===== config.mk =====
export PLATFORM = sky130hd
export DESIGN_NAME = refillBuffer
export DESIGN_NICKNAME = d
export VERILOG_FILES = /design/src/source/cachePkg.sv /design/src/source/refillBuffer.sv
export SDC_FILE = /design/constraint.sdc
export NUM_CORES = 1
export LEC_CHECK = 0
export ABC_AREA = 1
export BUFFER_PORTS_ARGS = -buffer_cell sky130_fd_sc_hd__buf_4
export CORE_ASPECT_RATIO = 0.75
export CORE_MARGIN = 2
export CORE_UTILIZATION = 40
export CTS_CLUSTER_DIAMETER = 80
export DETAILED_ROUTE_END_ITERATION = 7
export PLACE_DENSITY_LB_ADDON = 0.05
export SYNTH_ARGS = -nofsm -noshare
export SYNTH_HDL_FRONTEND = slang
export SYNTH_SLANG_ARGS = --single-unit

===== constraint.sdc =====
create_clock -name clk -period 2.83 [get_ports clk]
set_clock_uncertainty 0.15 [all_clocks]
set_input_delay 0.1415 -clock clk [delete_from_list [all_inputs] [get_ports clk]]
set_output_delay 0.1415 -clock clk [all_outputs]
set_load 0.05 [all_outputs]

===== src/source/cachePkg.sv =====
package cachePkg;

  // address and data widths
  parameter int ADDR_W   = 32;
  parameter int XLEN     = 64;

  // address split: tag | index | offset
  parameter int OFFSET_W = 5;
  parameter int INDEX_W  = 6;
  parameter int TAG_W    = ADDR_W - INDEX_W - OFFSET_W;

  parameter int NUM_SETS = 1 << INDEX_W;
  parameter int BEATS    = 4;
  parameter int LINE_W   = BEATS * XLEN;

  typedef logic [ADDR_W-1:0] addr_t;
  typedef logic [XLEN-1:0]   word_t;
  typedef logic [LINE_W-1:0] line_t;

  // one address viewed as its fields
  typedef struct packed {
    logic [TAG_W-1:0]    tag;
    logic [INDEX_W-1:0]  index;
    logic [OFFSET_W-1:0] offset;
  } reqFields_t;

  // one beat from the memory port
  typedef struct packed {
    logic  valid;
    logic  last;
    word_t data;
  } memBeat_t;

  // tag store answer, valid in LOOKUP
  typedef struct packed {
    logic hit;
    logic hitWay;
    logic victimWay;
  } lookup_t;

  typedef enum logic [1:0] {
    IDLE,
    LOOKUP,
    REFILL,
    FILL
  } cacheState_e;

endpackage

===== src/source/refillBuffer.sv =====
module refillBuffer import cachePkg::*; (
  input  logic     clk,
  input  logic     rst_n,
  input  memBeat_t beat_i,
  output line_t    line_o,
  output logic     lineDone_o
);

  logic [$clog2(BEATS)-1:0] beatCnt;
  line_t                    lineQ;

  // lowest word arrives first
  always_ff @(posedge clk) begin
    if (beat_i.valid) begin
      lineQ[beatCnt*XLEN +: XLEN] <= beat_i.data;
    end
  end

  always_ff @(posedge clk or negedge rst_n) begin
    if (!rst_n) begin
      beatCnt <= '0;
    end else if (beat_i.valid) begin
      beatCnt <= beat_i.last ? '0 : beatCnt + 1'b1;
    end
  end

  assign line_o = lineQ;
  // line is complete in line_o from the next cycle on
  assign lineDone_o = beat_i.valid && beat_i.last;

  assert property (@(posedge clk) disable iff (!rst_n)
    beat_i.valid |-> (beat_i.last == (beatCnt == BEATS - 1)));

endmodule


[Word level (Yosys, flattened, before mapping)]
Cells that the tools add are included.
Word-level totals
  flip-flop bits (word level): 258
  bits in latches: 0
  bits in writable memories: 0
  memory bits (read-only): 0
  input port bits: 68
  output and inout port bits: 257
  word-level logic and storage cells: 9
  memories kept: 0
Cells by class
  $add $sub $neg: 2
  multipliers: 0
  div/mod/pow operators: 0
  magnitude comparators: 0
  equality and inequality tests: 0
  shifts and indexed selects: 2
  muxes and demuxes: 2
  bitwise logic cells: 0
  reductions and logical operators: 1
Operators by type and width (count)
  256-bit bitwise mux: 1
  64-bit by 34-bit variable shift with 256-bit output, first input constant: 1
  64-bit by 34-bit variable part select with 256-bit output: 1
  8-bit negator with 34-bit output: 1
  2-bit by 1-bit adder with 2-bit output, second input constant: 1
  2-bit 2-to-1 mux: 1
  1-bit logical AND: 1

[Logic depth before layout (Yosys ltp)]
  depth after elaboration: 3
  depth in mapped cells: 7
  depth with buffers taken out: 5

[Worst setup path before layout]
No wires, ideal clock.
  kind: register to register
  start point: reg, netlist name beatCnt[0]
  end point: reg lineQ[0], in the netlist line_o[0] (enable)
  setup time: 0.418 ns
  arrival: 2.102 ns
  required time: 2.262 ns
  setup slack: 0.160 ns
  stages on the path, launching flop included: 5
  path buffers: 0
  clock period less this slack: 2.670 ns
  cell sequence: dfrtp_1 > inv_1 > ha_1 > nand2_1 > inv_1
RTL lines
  end signal: indexed assignment: RTL line refillBuffer.sv:15  | lineQ[beatCnt*XLEN +: XLEN] <= beat_i.data;
  end: declaration: RTL line refillBuffer.sv:10  | line_t lineQ;

[Worst setup path after layout]
  start point: reg beatCnt[0]
  end point: reg beatCnt[1]
Between the ends
  longest elaborated chain between the ends: 2
Ends and longest elaborated chain
  start: declaration: RTL line refillBuffer.sv:9  | logic [$clog2(BEATS)-1:0] beatCnt;
  start signal: assignment: RTL line refillBuffer.sv:23  | beatCnt <= beat_i.last ? '0 : beatCnt + 1'b1;
  2-bit by 1-bit adder with 2-bit output: RTL line refillBuffer.sv:23
  2-bit 2-to-1 mux: RTL line refillBuffer.sv:23
Every way passes these cells.
A chain may end at the register's enable or synchronous reset.

==> flow_summary_export.csv <==
group,metric,value,unit
worst_setup_path,slowest_delay,550,ps
timing,setup_viol,0,
worst_setup_path,required,3080,ps
placed_design,post-dp-hpwl,21100,µm
route,vias_per_cell,4.92,
global_routing,busiest_layer,"met2",
logic_synthesis,yosysWarnings,0,
logic_synthesis,netlist_instances,798,
run,cap_violations,0,
timing,max_slew_margin,46.1,%
logic_synthesis,yosysSeqAreaShare,76.1,%
timing,post-route-min-period,2470,ps
cts,cts_made_buffers,27,
finish,drive_gt1_share,33.0,%
pwr,p_leak,0.00575,µW
cts,h-tree-depth,1,
cts,root_buffer,"clkbuf_16",
global_routing,grt_util_met2,37.4,%
finish,layout_commonest_cell,"buf_4",
pwr,max-vdd-ir-drop,0.000475,V
finish,fin_nets,1263,
placed_design,gp_congestion,0.802,
timing,rsz0062_at_grt,"false",
run_status,run_status,"complete, no violations",
logic_synthesis,yosys.cell_types.count,14,
finish,syn2layout_area_growth,41.9,%
finish,n_fill_cell,2113,
worst_setup_path,critical_path_buf_inv_count,3,
route,wirelength,31000,µm
floorplanning,die_y,142,µm
global_routing,grt_pass1_wl,46400,µm
worst_setup_path,critical_path.max_fanout,5,
global_routing,grt_pass1_vias,7502,
timing,hold_viol_final,0,
worst_setup_path,cp_slowest_cell,"dlygate4sd3_1",
logic_synthesis,synth-seq-cells,258,
timing,drv_slew,0,
logic_synthesis,synth.net_count,871,
worst_setup_path,path_delay_family,"buffers and inverters",
floorplanning,initial_utilization,40.8,%
floorplanning,core_region_area,0.0250,mm²
global_routing,use_met3,5.92,%
pwr,total_power,10000,µW
finish,layout_common_cells,"buf_4, nor2_1, edfxtp_1, nand3_1, nand2_1",
worst_setup_path,cp-start-kind,"register",
worst_setup_path,crit_type,"register to register",
floorplanning,chipWidth,188,µm
cts,post_cts_resized,0,
cts,clk_latency,520,ps
route,ant_nets,0,
global_routing,globalRouteOverflowTotal,0,
route,vias,7603,
pwr,power_density,695,mW/mm²
cts,clk_pin_slew_worst_paths,60,ps
route,detail_route.wl_per_cell,20.1,µm
timing,tightest_slew,809,ps
finish,ff_latch_area,0.00774,mm²
floorplanning,die_area,0.0267,mm²
worst_setup_path,cp-end-kind,"register",
worst_setup_path,crit_path_frequent_cell,"dlygate4sd3_1",
global_routing,gr-usage-met1,30.8,%
global_routing,antenna_found_initial,0,
timing,fmax,406,MHz
route,first_iter_violations,577,
placed_design,numPortBuffers,324,
timing,setup_tns,0,ps
finish,final_util,57.8,%
floorplanning,io_pins,325,
global_routing,track_usage,22.9,%
logic_synthesis,syn_area,0.0102,mm²
worst_hold_path,hp-class,"primary input to register",
route,drc,0,
timing,fin_crit_sh,87.1,%
finish,multi_input_area,0.00199,mm²
finish,n_antenna_cell,0,
cts,cts_tree,"built",
floorplanning,row_count,50,
global_routing,grt_start_max_net_pins,65,
logic_synthesis,syn_area_per_cell,12.7,µm²
route,drt-pass1-iter-count,7,
cts,clock-sinks,258,
worst_setup_path,worstPathArrival,2720,ps
worst_setup_path,path_cells,"inv_1, ha_1, nand3_1, dlygate4sd3_1, nand2_1, dlygate4sd3_1",
cts,clockBufferDepth,3,
-- cells in the mapped netlist --
master / count / share of area, %
inv_2: 1 / 0.037
nand3_1: 129 / 6.3
buf_4: 13 / 0.96
nand2_1: 74 / 2.7
inv_1: 11 / 0.41
nand2_2: 4 / 0.25
nor2_1: 257 / 9.5
clkbuf_8: 4 / 0.54
edfxtp_1: 256 / 76
ha_1: 5 / 0.62
buf_6: 9 / 1.0
dfrtp_1: 2 / 0.49
buf_2: 29 / 1.4
clkbuf_1: 4 / 0.15
-- layout make-up --
type                            instances  area share, %
Clock inverter                         11          0.546
Sequential cell                       258           53.6
Timing Repair Buffer                  422           23.9
Inverter                               12          0.364
Clock buffer                           34           4.86
Multi-Input combinational cell        469           13.8
Tap cell                              338           2.93
-- final timing paths --
check                                       start                endpoint  slack, ps  cells past startpoint
max reg2reg                beatCnt[0]$_DFFE_PN0P_  beatCnt[1]$_DFFE_PN0P_        360                      6
max                        beatCnt[0]$_DFFE_PN0P_  beatCnt[1]$_DFFE_PN0P_        360                      6
min reg2reg                beatCnt[0]$_DFFE_PN0P_  beatCnt[0]$_DFFE_PN0P_        500                      3
min in group asynchronous                   rst_n  beatCnt[0]$_DFFE_PN0P_        380                      3
max in group asynchronous                   rst_n  beatCnt[0]$_DFFE_PN0P_       2010                      3
min                                    beat_i[65]  beatCnt[0]$_DFFE_PN0P_        340                      4
-- report_power, final --
| part | switching (µW) | leakage [µW] | internal, µW |
|---|---|---|---|
| combinational | 1670 | 0.00280 | 600 |
| sequential | 67.3 | 0.00256 | 4460 |
| clock | 1410 | 0.000385 | 1830 |
-- cells by family after synthesis --
family	Yosys count	synth area share [%]
flops	258	76.1
simple gates	464	18.8
buf+inv	71	4.51
fa+ha+maj	5	0.615
-- repair_timing --
item	CTS	global route
setup buffers	0	0
endpoints found under the hold margin	257	0
hold buffers	70	0
-- metrics by stage --
stage / setup WS, ps / hold slack (ps) / std cells / cell area, µm²
floorplan: 160 / -304 / 798 / 10200
global placement: 770 / -221 / 1429 / 12900
detailed placement: 748 / -221 / 1429 / 12900
CTS: 371 / 314 / 1544 / 14400
global route: 253 / 342 / 1544 / 14400
finish: 364 / 345 / 1544 / 14400
-- worst min-delay path, cell delays in order --
cell and delay (ps):
dlygate4sd3_1 520, buf_4 170, nand3_1 90, nand2_1 60
-- state kept, by name (all words and copies together) (netlist names) --
signal / flops
line_o: 256
beatCnt: 2
-- layer usage --
metal | vias up | part of all wire (%)
met5 | - | 0
met4 | 0 | 2.4
met3 | 41 | 9.4
met2 | 355 | 47
met1 | 3672 | 41
li1 | 3535 | -
No activity file was read; power rests on OpenSTA's default activity.
