$ cat config.mk
export PLATFORM = sky130hd
export DESIGN_NAME = cacheCtrl
export DESIGN_NICKNAME = d
export VERILOG_FILES = /design/src/source/cachePkg.sv /design/src/source/cacheCtrl.sv
export SDC_FILE = /design/constraint.sdc
export NUM_CORES = 1
export LEC_CHECK = 0
export BUFFER_PORTS_ARGS = -buffer_cell sky130_fd_sc_hd__buf_4
export CORE_AREA = 2 2 369 371
export DETAILED_ROUTE_END_ITERATION = 8
export DIE_AREA = 0 0 371 373
export PLACE_DENSITY = 0.3
export SKIP_LAST_GASP = 1
export SLEW_MARGIN = 25
export SYNTH_ARGS = -nofsm -noshare
export SYNTH_HDL_FRONTEND = slang
export SYNTH_SLANG_ARGS = --single-unit
$ cat constraint.sdc
create_clock -name clk -period 5.65 [get_ports clk]
set_input_delay 0.2825 -clock clk [delete_from_list [all_inputs] [get_ports clk]]
set_output_delay 0.2825 -clock clk [all_outputs]
set_load 0.05 [all_outputs]
$ cat src/source/cachePkg.sv
package cachePkg;

  // address and data widths
  parameter int ADDR_W   = 32;
  parameter int XLEN     = 64;

  // address split: tag | index | offset
  parameter int OFFSET_W = 5;
  parameter int INDEX_W  = 6;
  parameter int TAG_W    = ADDR_W - INDEX_W - OFFSET_W;

  parameter int NUM_SETS = 1 << INDEX_W;
  parameter int BEATS    = 4;
  parameter int LINE_W   = BEATS * XLEN;

  typedef logic [ADDR_W-1:0] addr_t;
  typedef logic [XLEN-1:0]   word_t;
  typedef logic [LINE_W-1:0] line_t;

  // one address viewed as its fields
  typedef struct packed {
    logic [TAG_W-1:0]    tag;
    logic [INDEX_W-1:0]  index;
    logic [OFFSET_W-1:0] offset;
  } reqFields_t;

  // one beat from the memory port
  typedef struct packed {
    logic  valid;
    logic  last;
    word_t data;
  } memBeat_t;

  // tag store answer, valid in LOOKUP
  typedef struct packed {
    logic hit;
    logic hitWay;
    logic victimWay;
  } lookup_t;

  typedef enum logic [1:0] {
    IDLE,
    LOOKUP,
    REFILL,
    FILL
  } cacheState_e;

endpackage
$ cat src/source/cacheCtrl.sv
module cacheCtrl import cachePkg::*; (
  input  logic               clk,
  input  logic               rst_n,
  input  logic               valid_i,
  input  addr_t              addr_i,
  output logic               addrOk_o,
  output logic               dataOk_o,
  output word_t              rdData_o,
  output logic               memRdReq_o,
  output addr_t              memAddr_o,
  output logic               sramEn_o,
  output logic [INDEX_W-1:0] sramIndex_o,
  output logic [1:0]         sramWe_o,
  input  line_t              way0Line_i,
  input  line_t              way1Line_i,
  output logic               lookupEn_o,
  input  lookup_t            lookup_i,
  output logic               fillEn_o,
  output logic               fillWay_o,
  output reqFields_t         reqFields_o,
  input  logic               lineDone_i,
  input  line_t              refillLine_i
);

  cacheState_e state;
  cacheState_e nextState;
  reqFields_t  addrFields;
  reqFields_t  reqQ;
  logic        accept;
  logic        lookupHit;
  logic        fill;
  logic        victimQ;
  logic [1:0]  wordSel;
  line_t       hitLine;
  word_t       rdDataQ;
  logic        dataOkQ;

  assign addrFields = reqFields_t'(addr_i);
  assign lookupHit  = (state == LOOKUP) && lookup_i.hit;
  assign fill       = (state == FILL);

  // a new request may enter while idle or behind a hit
  assign accept   = valid_i && ((state == IDLE) || lookupHit);
  assign addrOk_o = accept;

  always_comb begin
    nextState = state;
    unique case (state)
      IDLE:   if (valid_i) nextState = LOOKUP;
      LOOKUP: begin
        if (!lookup_i.hit) begin
          nextState = REFILL;
        end else if (!valid_i) begin
          nextState = IDLE;
        end
      end
      REFILL: if (lineDone_i) nextState = FILL;
      FILL:   nextState = IDLE;
    endcase
  end

  always_ff @(posedge clk or negedge rst_n) begin
    if (!rst_n) begin
      state <= IDLE;
    end else begin
      state <= nextState;
    end
  end

  always_ff @(posedge clk) begin
    if (accept) begin
      reqQ <= addrFields;
    end
  end

  // remember the victim once the miss is known
  always_ff @(posedge clk or negedge rst_n) begin
    if (!rst_n) begin
      victimQ <= 1'b0;
    end else if ((state == LOOKUP) && !lookup_i.hit) begin
      victimQ <= lookup_i.victimWay;
    end
  end

  // tag read and data read start together
  assign lookupEn_o  = accept;
  assign sramEn_o    = accept || fill;
  assign sramIndex_o = fill ? reqQ.index : addrFields.index;
  assign sramWe_o    = {victimQ, ~victimQ} & {2{fill}};
  assign fillEn_o    = fill;
  assign fillWay_o   = victimQ;
  assign reqFields_o = reqQ;

  assign memRdReq_o = (state == REFILL);
  assign memAddr_o  = {reqQ.tag, reqQ.index, {OFFSET_W{1'b0}}};

  // word within the line
  assign wordSel = reqQ.offset[OFFSET_W-1:3];
  assign hitLine = lookup_i.hitWay ? way1Line_i : way0Line_i;

  always_ff @(posedge clk) begin
    if (lookupHit) begin
      rdDataQ <= hitLine[wordSel*XLEN +: XLEN];
    end else if (fill) begin
      rdDataQ <= refillLine_i[wordSel*XLEN +: XLEN];
    end
  end

  always_ff @(posedge clk or negedge rst_n) begin
    if (!rst_n) begin
      dataOkQ <= 1'b0;
    end else begin
      dataOkQ <= lookupHit || fill;
    end
  end

  assign rdData_o = rdDataQ;
  assign dataOk_o = dataOkQ;

  // no new request while the line is being brought in
  assert property (@(posedge clk) disable iff (!rst_n)
    (state inside {REFILL, FILL}) |-> !addrOk_o);

  assert property (@(posedge clk) disable iff (!rst_n)
    memRdReq_o ##1 memRdReq_o |-> $stable(memAddr_o));

endmodule

== Word level (Yosys, flattened, before mapping) ==
Index checks and enable logic that the tools add are counted.

* Reduce and logical (&&, ||, !) cells: 10
* Equality and inequality tests: 6
* Muxes and demuxes: 9
* Shift operators: 2
* Bitwise logic cells: 2

{| class="wikitable"
|+ Operator list
! kind !! number
|-
| $shiftx 256x9->64 || 2
|-
| $mux 256 || 1
|-
| $mux 64 || 2
|-
| $mux 2 || 4
|-
| $pmux 2 s4 || 1
|-
| $mux 6 || 1
|-
| $eq 2x2->1 const B || 2
|-
| $logic_and 1x1->1 || 3
|-
| $logic_or 1x1->1 || 3
|-
| $ne 3x3->1 const B || 1
|-
| $reduce_and 3->1 || 1
|-
| $and 2x2->2 || 1
|-
| $eq 2x1->1 const B || 1
|-
| $logic_not 2->1 || 1
|-
| $ne 2x1->1 const B || 1
|-
| $ne 2x2->1 const B || 1
|-
| $reduce_bool 2->1 || 1
|-
| $logic_not 1->1 || 1
|-
| $not 1->1 || 1
|}

* Register bits: 100
* Logic and storage cells: 36
* Bits of input ports: 807
* Output and inout port bits: 143

== Depth between registers and ports, before layout ==
* Depth after elaboration: 5
* Mapped depth: 5
* Gate-level depth less buffers: 3

== Worst setup path after synthesis ==
No wires, ideal clock.

* Path kind: register to register
* From: register (tool-made name)
* To: register rdDataQ[0], in the netlist rdData_o[0] (enable)
* Data required time: 5.217 ns
* Arrival time: 2.876 ns
* Cell stages (with the launch flop): 5
* Setup time: 0.433 ns
* Setup slack: 2.341 ns
* Path buffers: 2
* Period minus slack after synthesis: 3.309 ns
* Path through: dfrtp_1 -> and3b_1 -> clkbuf_1 -> buf_2 -> nand2b_1

{| class="wikitable"
|+ RTL lines
! what !! line !! RTL
|-
| end signal, assigned || cacheCtrl.sv:103 || <nowiki>rdDataQ <= hitLine[wordSel*XLEN +: XLEN];</nowiki>
|-
| end signal, assigned || cacheCtrl.sv:105 || <nowiki>rdDataQ <= refillLine_i[wordSel*XLEN +: XLEN];</nowiki>
|-
| end, declared || cacheCtrl.sv:35 || <nowiki>word_t rdDataQ;</nowiki>
|}

==> results.md <==
- Met3 global-route usage: 0.0320
- Num CTS Buffers: 9
- Largest family of logic cells by synthesized area: multiplexers
- Synth cell types: 21
- CP arrival: around 3.0 ns
- Die Y: roughly 370 um
- Hpwl dp: 71.7 mm
- RSZ-0062 raised after global routing: false
- Worst setup path class: reg2reg
- Critical Path Slowest Stage Cell: buf_4
- CTS root buf: clkbuf_16
- Mux contribution to synthesized area: 0.643
- Die width: around 370 um
- Clock Pin Slew Worst Setup and Hold Paths: around 0.090 ns
- First drt pass iteration count: 5
- Switching part of the total: 0.467
- Worst slew pin tran: roughly 1 ns
- Layout cells sized above 1: 0.906
- Vias: 10500
- Placer Congestion: 0.871
- Yosys Warn Count: 0
- Initial antenna violation count: a little over 40
- Post-synthesis compound-gate area fraction: 0.000980
- Routed WL: slightly above 80 mm
- Leakage power: 7.97 nW
- Worst IR Drop VDD: 0.000151 V
- Post-CTS Hold Buffers: 33
- Synth Area in Simple Gates: 0.00723
- Tmin final: 2.96 ns
- XOR/XNOR Fraction of Synth Area: 0
- Power consumption: about 5.3 mW
- Net switching power: around 2.5 mW
- Combinational power share: 0.617
- Synthesized instance count: 668
- H-tree Lvls: 3
- GRT Residual Overflow: 0
- Hold path start: lookup_i[0]
- Max_slew headroom: 0.335
- Die area: about 140000 um^2
- Core Region: 135000 um^2
- GR Util met2: 0.200
- Nets: around 2400
- I/O pins: 950
- Bufs on Longest Clock Path: 2
- Largest net degree at the start of global routing: 97
- DRC Markers: 0
- Adder-Cell Fraction of Synth Area: 0
- PostCTS Resize Cnt: 0
- Row count: roughly 140
- Buffers on Ports: around 940
- Via/cell ratio: around 3.1
- DR iter-0 viols: between 400 and 500
- Setup Viol. Count Final: 0
- Worst-path cell chain: and3b_4 -> buf_12 -> nand2b_4 -> buf_4
- Outcome: completed
- Routed len/inst: about 25 um
- Final period util: 0.524
- Initial Util: 0.0759
- Area Growth Syn to Fin: 93.9%
- M1 GR Usage: 0.144
- Post-CTS Setup Bufs: 0
- Int Power: about 2.8 mW
- Worst endpoint required time: 5.71 ns
- Sequential share of the synthesized area: 0.292
- Busiest grt layer: met2
- Sequential power share: 0.238
- Crit path launch type: flop
- Mapped Area: roughly 10000 um^2
- Skew final: between 0.02 and 0.025 ns
- Clock sink count: 100
- Crit. End Element: flop
- Final hold vios: 0
- Total global-route track usage: 0.115
- Number of global-route vias before repair: approximately 12000
- Largest stage delay, worst path: approximately 0.65 ns
- Max cap viols: 0
- Largest fanout on the critical path: a little under 80
- Worst hold path type: in2reg
- Clock share of power: 0.144
- CTS tree: done
- Clock latency on the worst-skew pair: about 0.44 ns
- FMAX: 0.338 GHz
- Final Max Tran Viols: 0
- Setup TNS Final: 0 ns
- ANT nets after route: 0
- Synthesized flop and latch total: 100
- Mean Syn Cell Area: about 15 um^2
- Global-route wire length before repair: ~110 mm
- PwrDens: ~270 nW/um^2
[routing by layer]
metal / part of all wire / up-vias
li1: - / 4567
met3: 0.085 / 52
met5: 0.00031 / -
met1: 0.41 / 5296
met4: 0.0096 / 4
met2: 0.50 / 562
[stage by stage]
stage | std cells | util | cell area [um^2] | hold slack, ns | worst slack (ns)
after detailed placement | 3312 | 0.142 | 19100 | 0.0906 | 2.54
after floorplan | 672 | - | 10200 | -0.0131 | 2.34
after global routing | 3362 | 0.147 | 19800 | 0.0443 | 2.54
after global placement | 3312 | 0.142 | 19100 | 0.0924 | 2.58
final | 3373 | 0.147 | 19800 | 0.0957 | 2.69
after CTS | 3361 | 0.147 | 19800 | 0.0252 | 2.55
[power groups by stage]
stage	logic, mW	registers (mW)	clock network, mW
after floorplan	1.29	1.96	0
after global placement	3.33	1.29	0
after detailed placement	3.33	1.29	0
after CTS	3.36	1.27	0.838
after global routing	3.46	1.29	0.847
final	3.29	1.27	0.767
[placed cells by master, fill, tap and decap left out, types with 2 or more instances in the layout]
master / Yosys / final
nor2b_1: 2 / 2
clkinv_8: 0 / 2
dfrtp_1: 4 / 4
buf_12: 0 / 5
dlygate4sd3_1: 0 / 33
conb_1: 1 / 5
buf_4: 38 / 949
inv_8: 0 / 3
clkbuf_16: 0 / 9
mux4_2: 128 / 128
nor2_1: 2 / 2
nand2_1: 2 / 2
or2_2: 2 / 2
mux2_2: 327 / 327
diode_2: 0 / 12
edfxtp_1: 96 / 96
[cells by family (layout without fill, tap and decap cells)]
| group | count (synthesis) | count (layout) |
|---|---|---|
| other cells | 1 | 17 |
| compound gates | 2 | 2 |
| buf+inv | 97 | 1005 |
| mux | 455 | 455 |
| flops | 100 | 100 |
| simple gates | 13 | 13 |
[state kept, by name, summed over array words and instances, names as in the netlist, named ones only]
name	cells
memAddr_o	27
dataOk_o	1
state	1
rdData_o	64
fillWay_o	1
reqFields_o	5
[final cells by class]
cell class                      instances  area, um^2
Fill cell                           15200      115000
Timing Repair Buffer                  988        7570
Multi-Input combinational cell        475        6680
Sequential cell                       100        2980
Tap cell                             1781        2230
Clock buffer                            9         225
Clock inverter                          7        83.8
Antenna cell                           12        30.0
Inverter                                1        3.75
[cell usage after synthesis]
library cell  count  share of area
o21ai_0           1        0.00049
nand2_1           2        0.00074
buf_2            34          0.017
nor2_1            2        0.00074
clkbuf_1         10         0.0037
edfxtp_1         96           0.28
or2_2             2         0.0012
buf_6             4         0.0044
mux2_2          327           0.36
nand2b_1          2         0.0012
buf_4            38          0.028
dfrtp_1           4         0.0098
nor2b_1           2         0.0012
inv_1             1        0.00037
buf_1            10         0.0037
conb_1            1        0.00037
a21oi_1           1        0.00049
and3_1            1        0.00061
and3b_1           1        0.00086
and2_1            1        0.00061
mux4_2          128           0.28
[worst max-delay path, delay by kind of cell, from the launching register on]
family | cells | cell delay [ns]
buffers and inverters | 2 | 0.94
and+or+nand+nor | 2 | 0.91
DFF | 1 | 0.45
[path summary, 6_finish.rpt]
kind                       cells after the start           end  slack, ns
hold reg to reg                                1      state[0]       0.61
setup / recovery                               4  rdData_o[34]       2.69
max in group asynchronous                      2      dataOk_o       5.30
setup reg to reg                               4  rdData_o[34]       2.69
min in group asynchronous                      2      state[0]       0.24
hold / removal                                 2     fillWay_o        0.1
No activity file was read; power rests on OpenSTA's default activity.
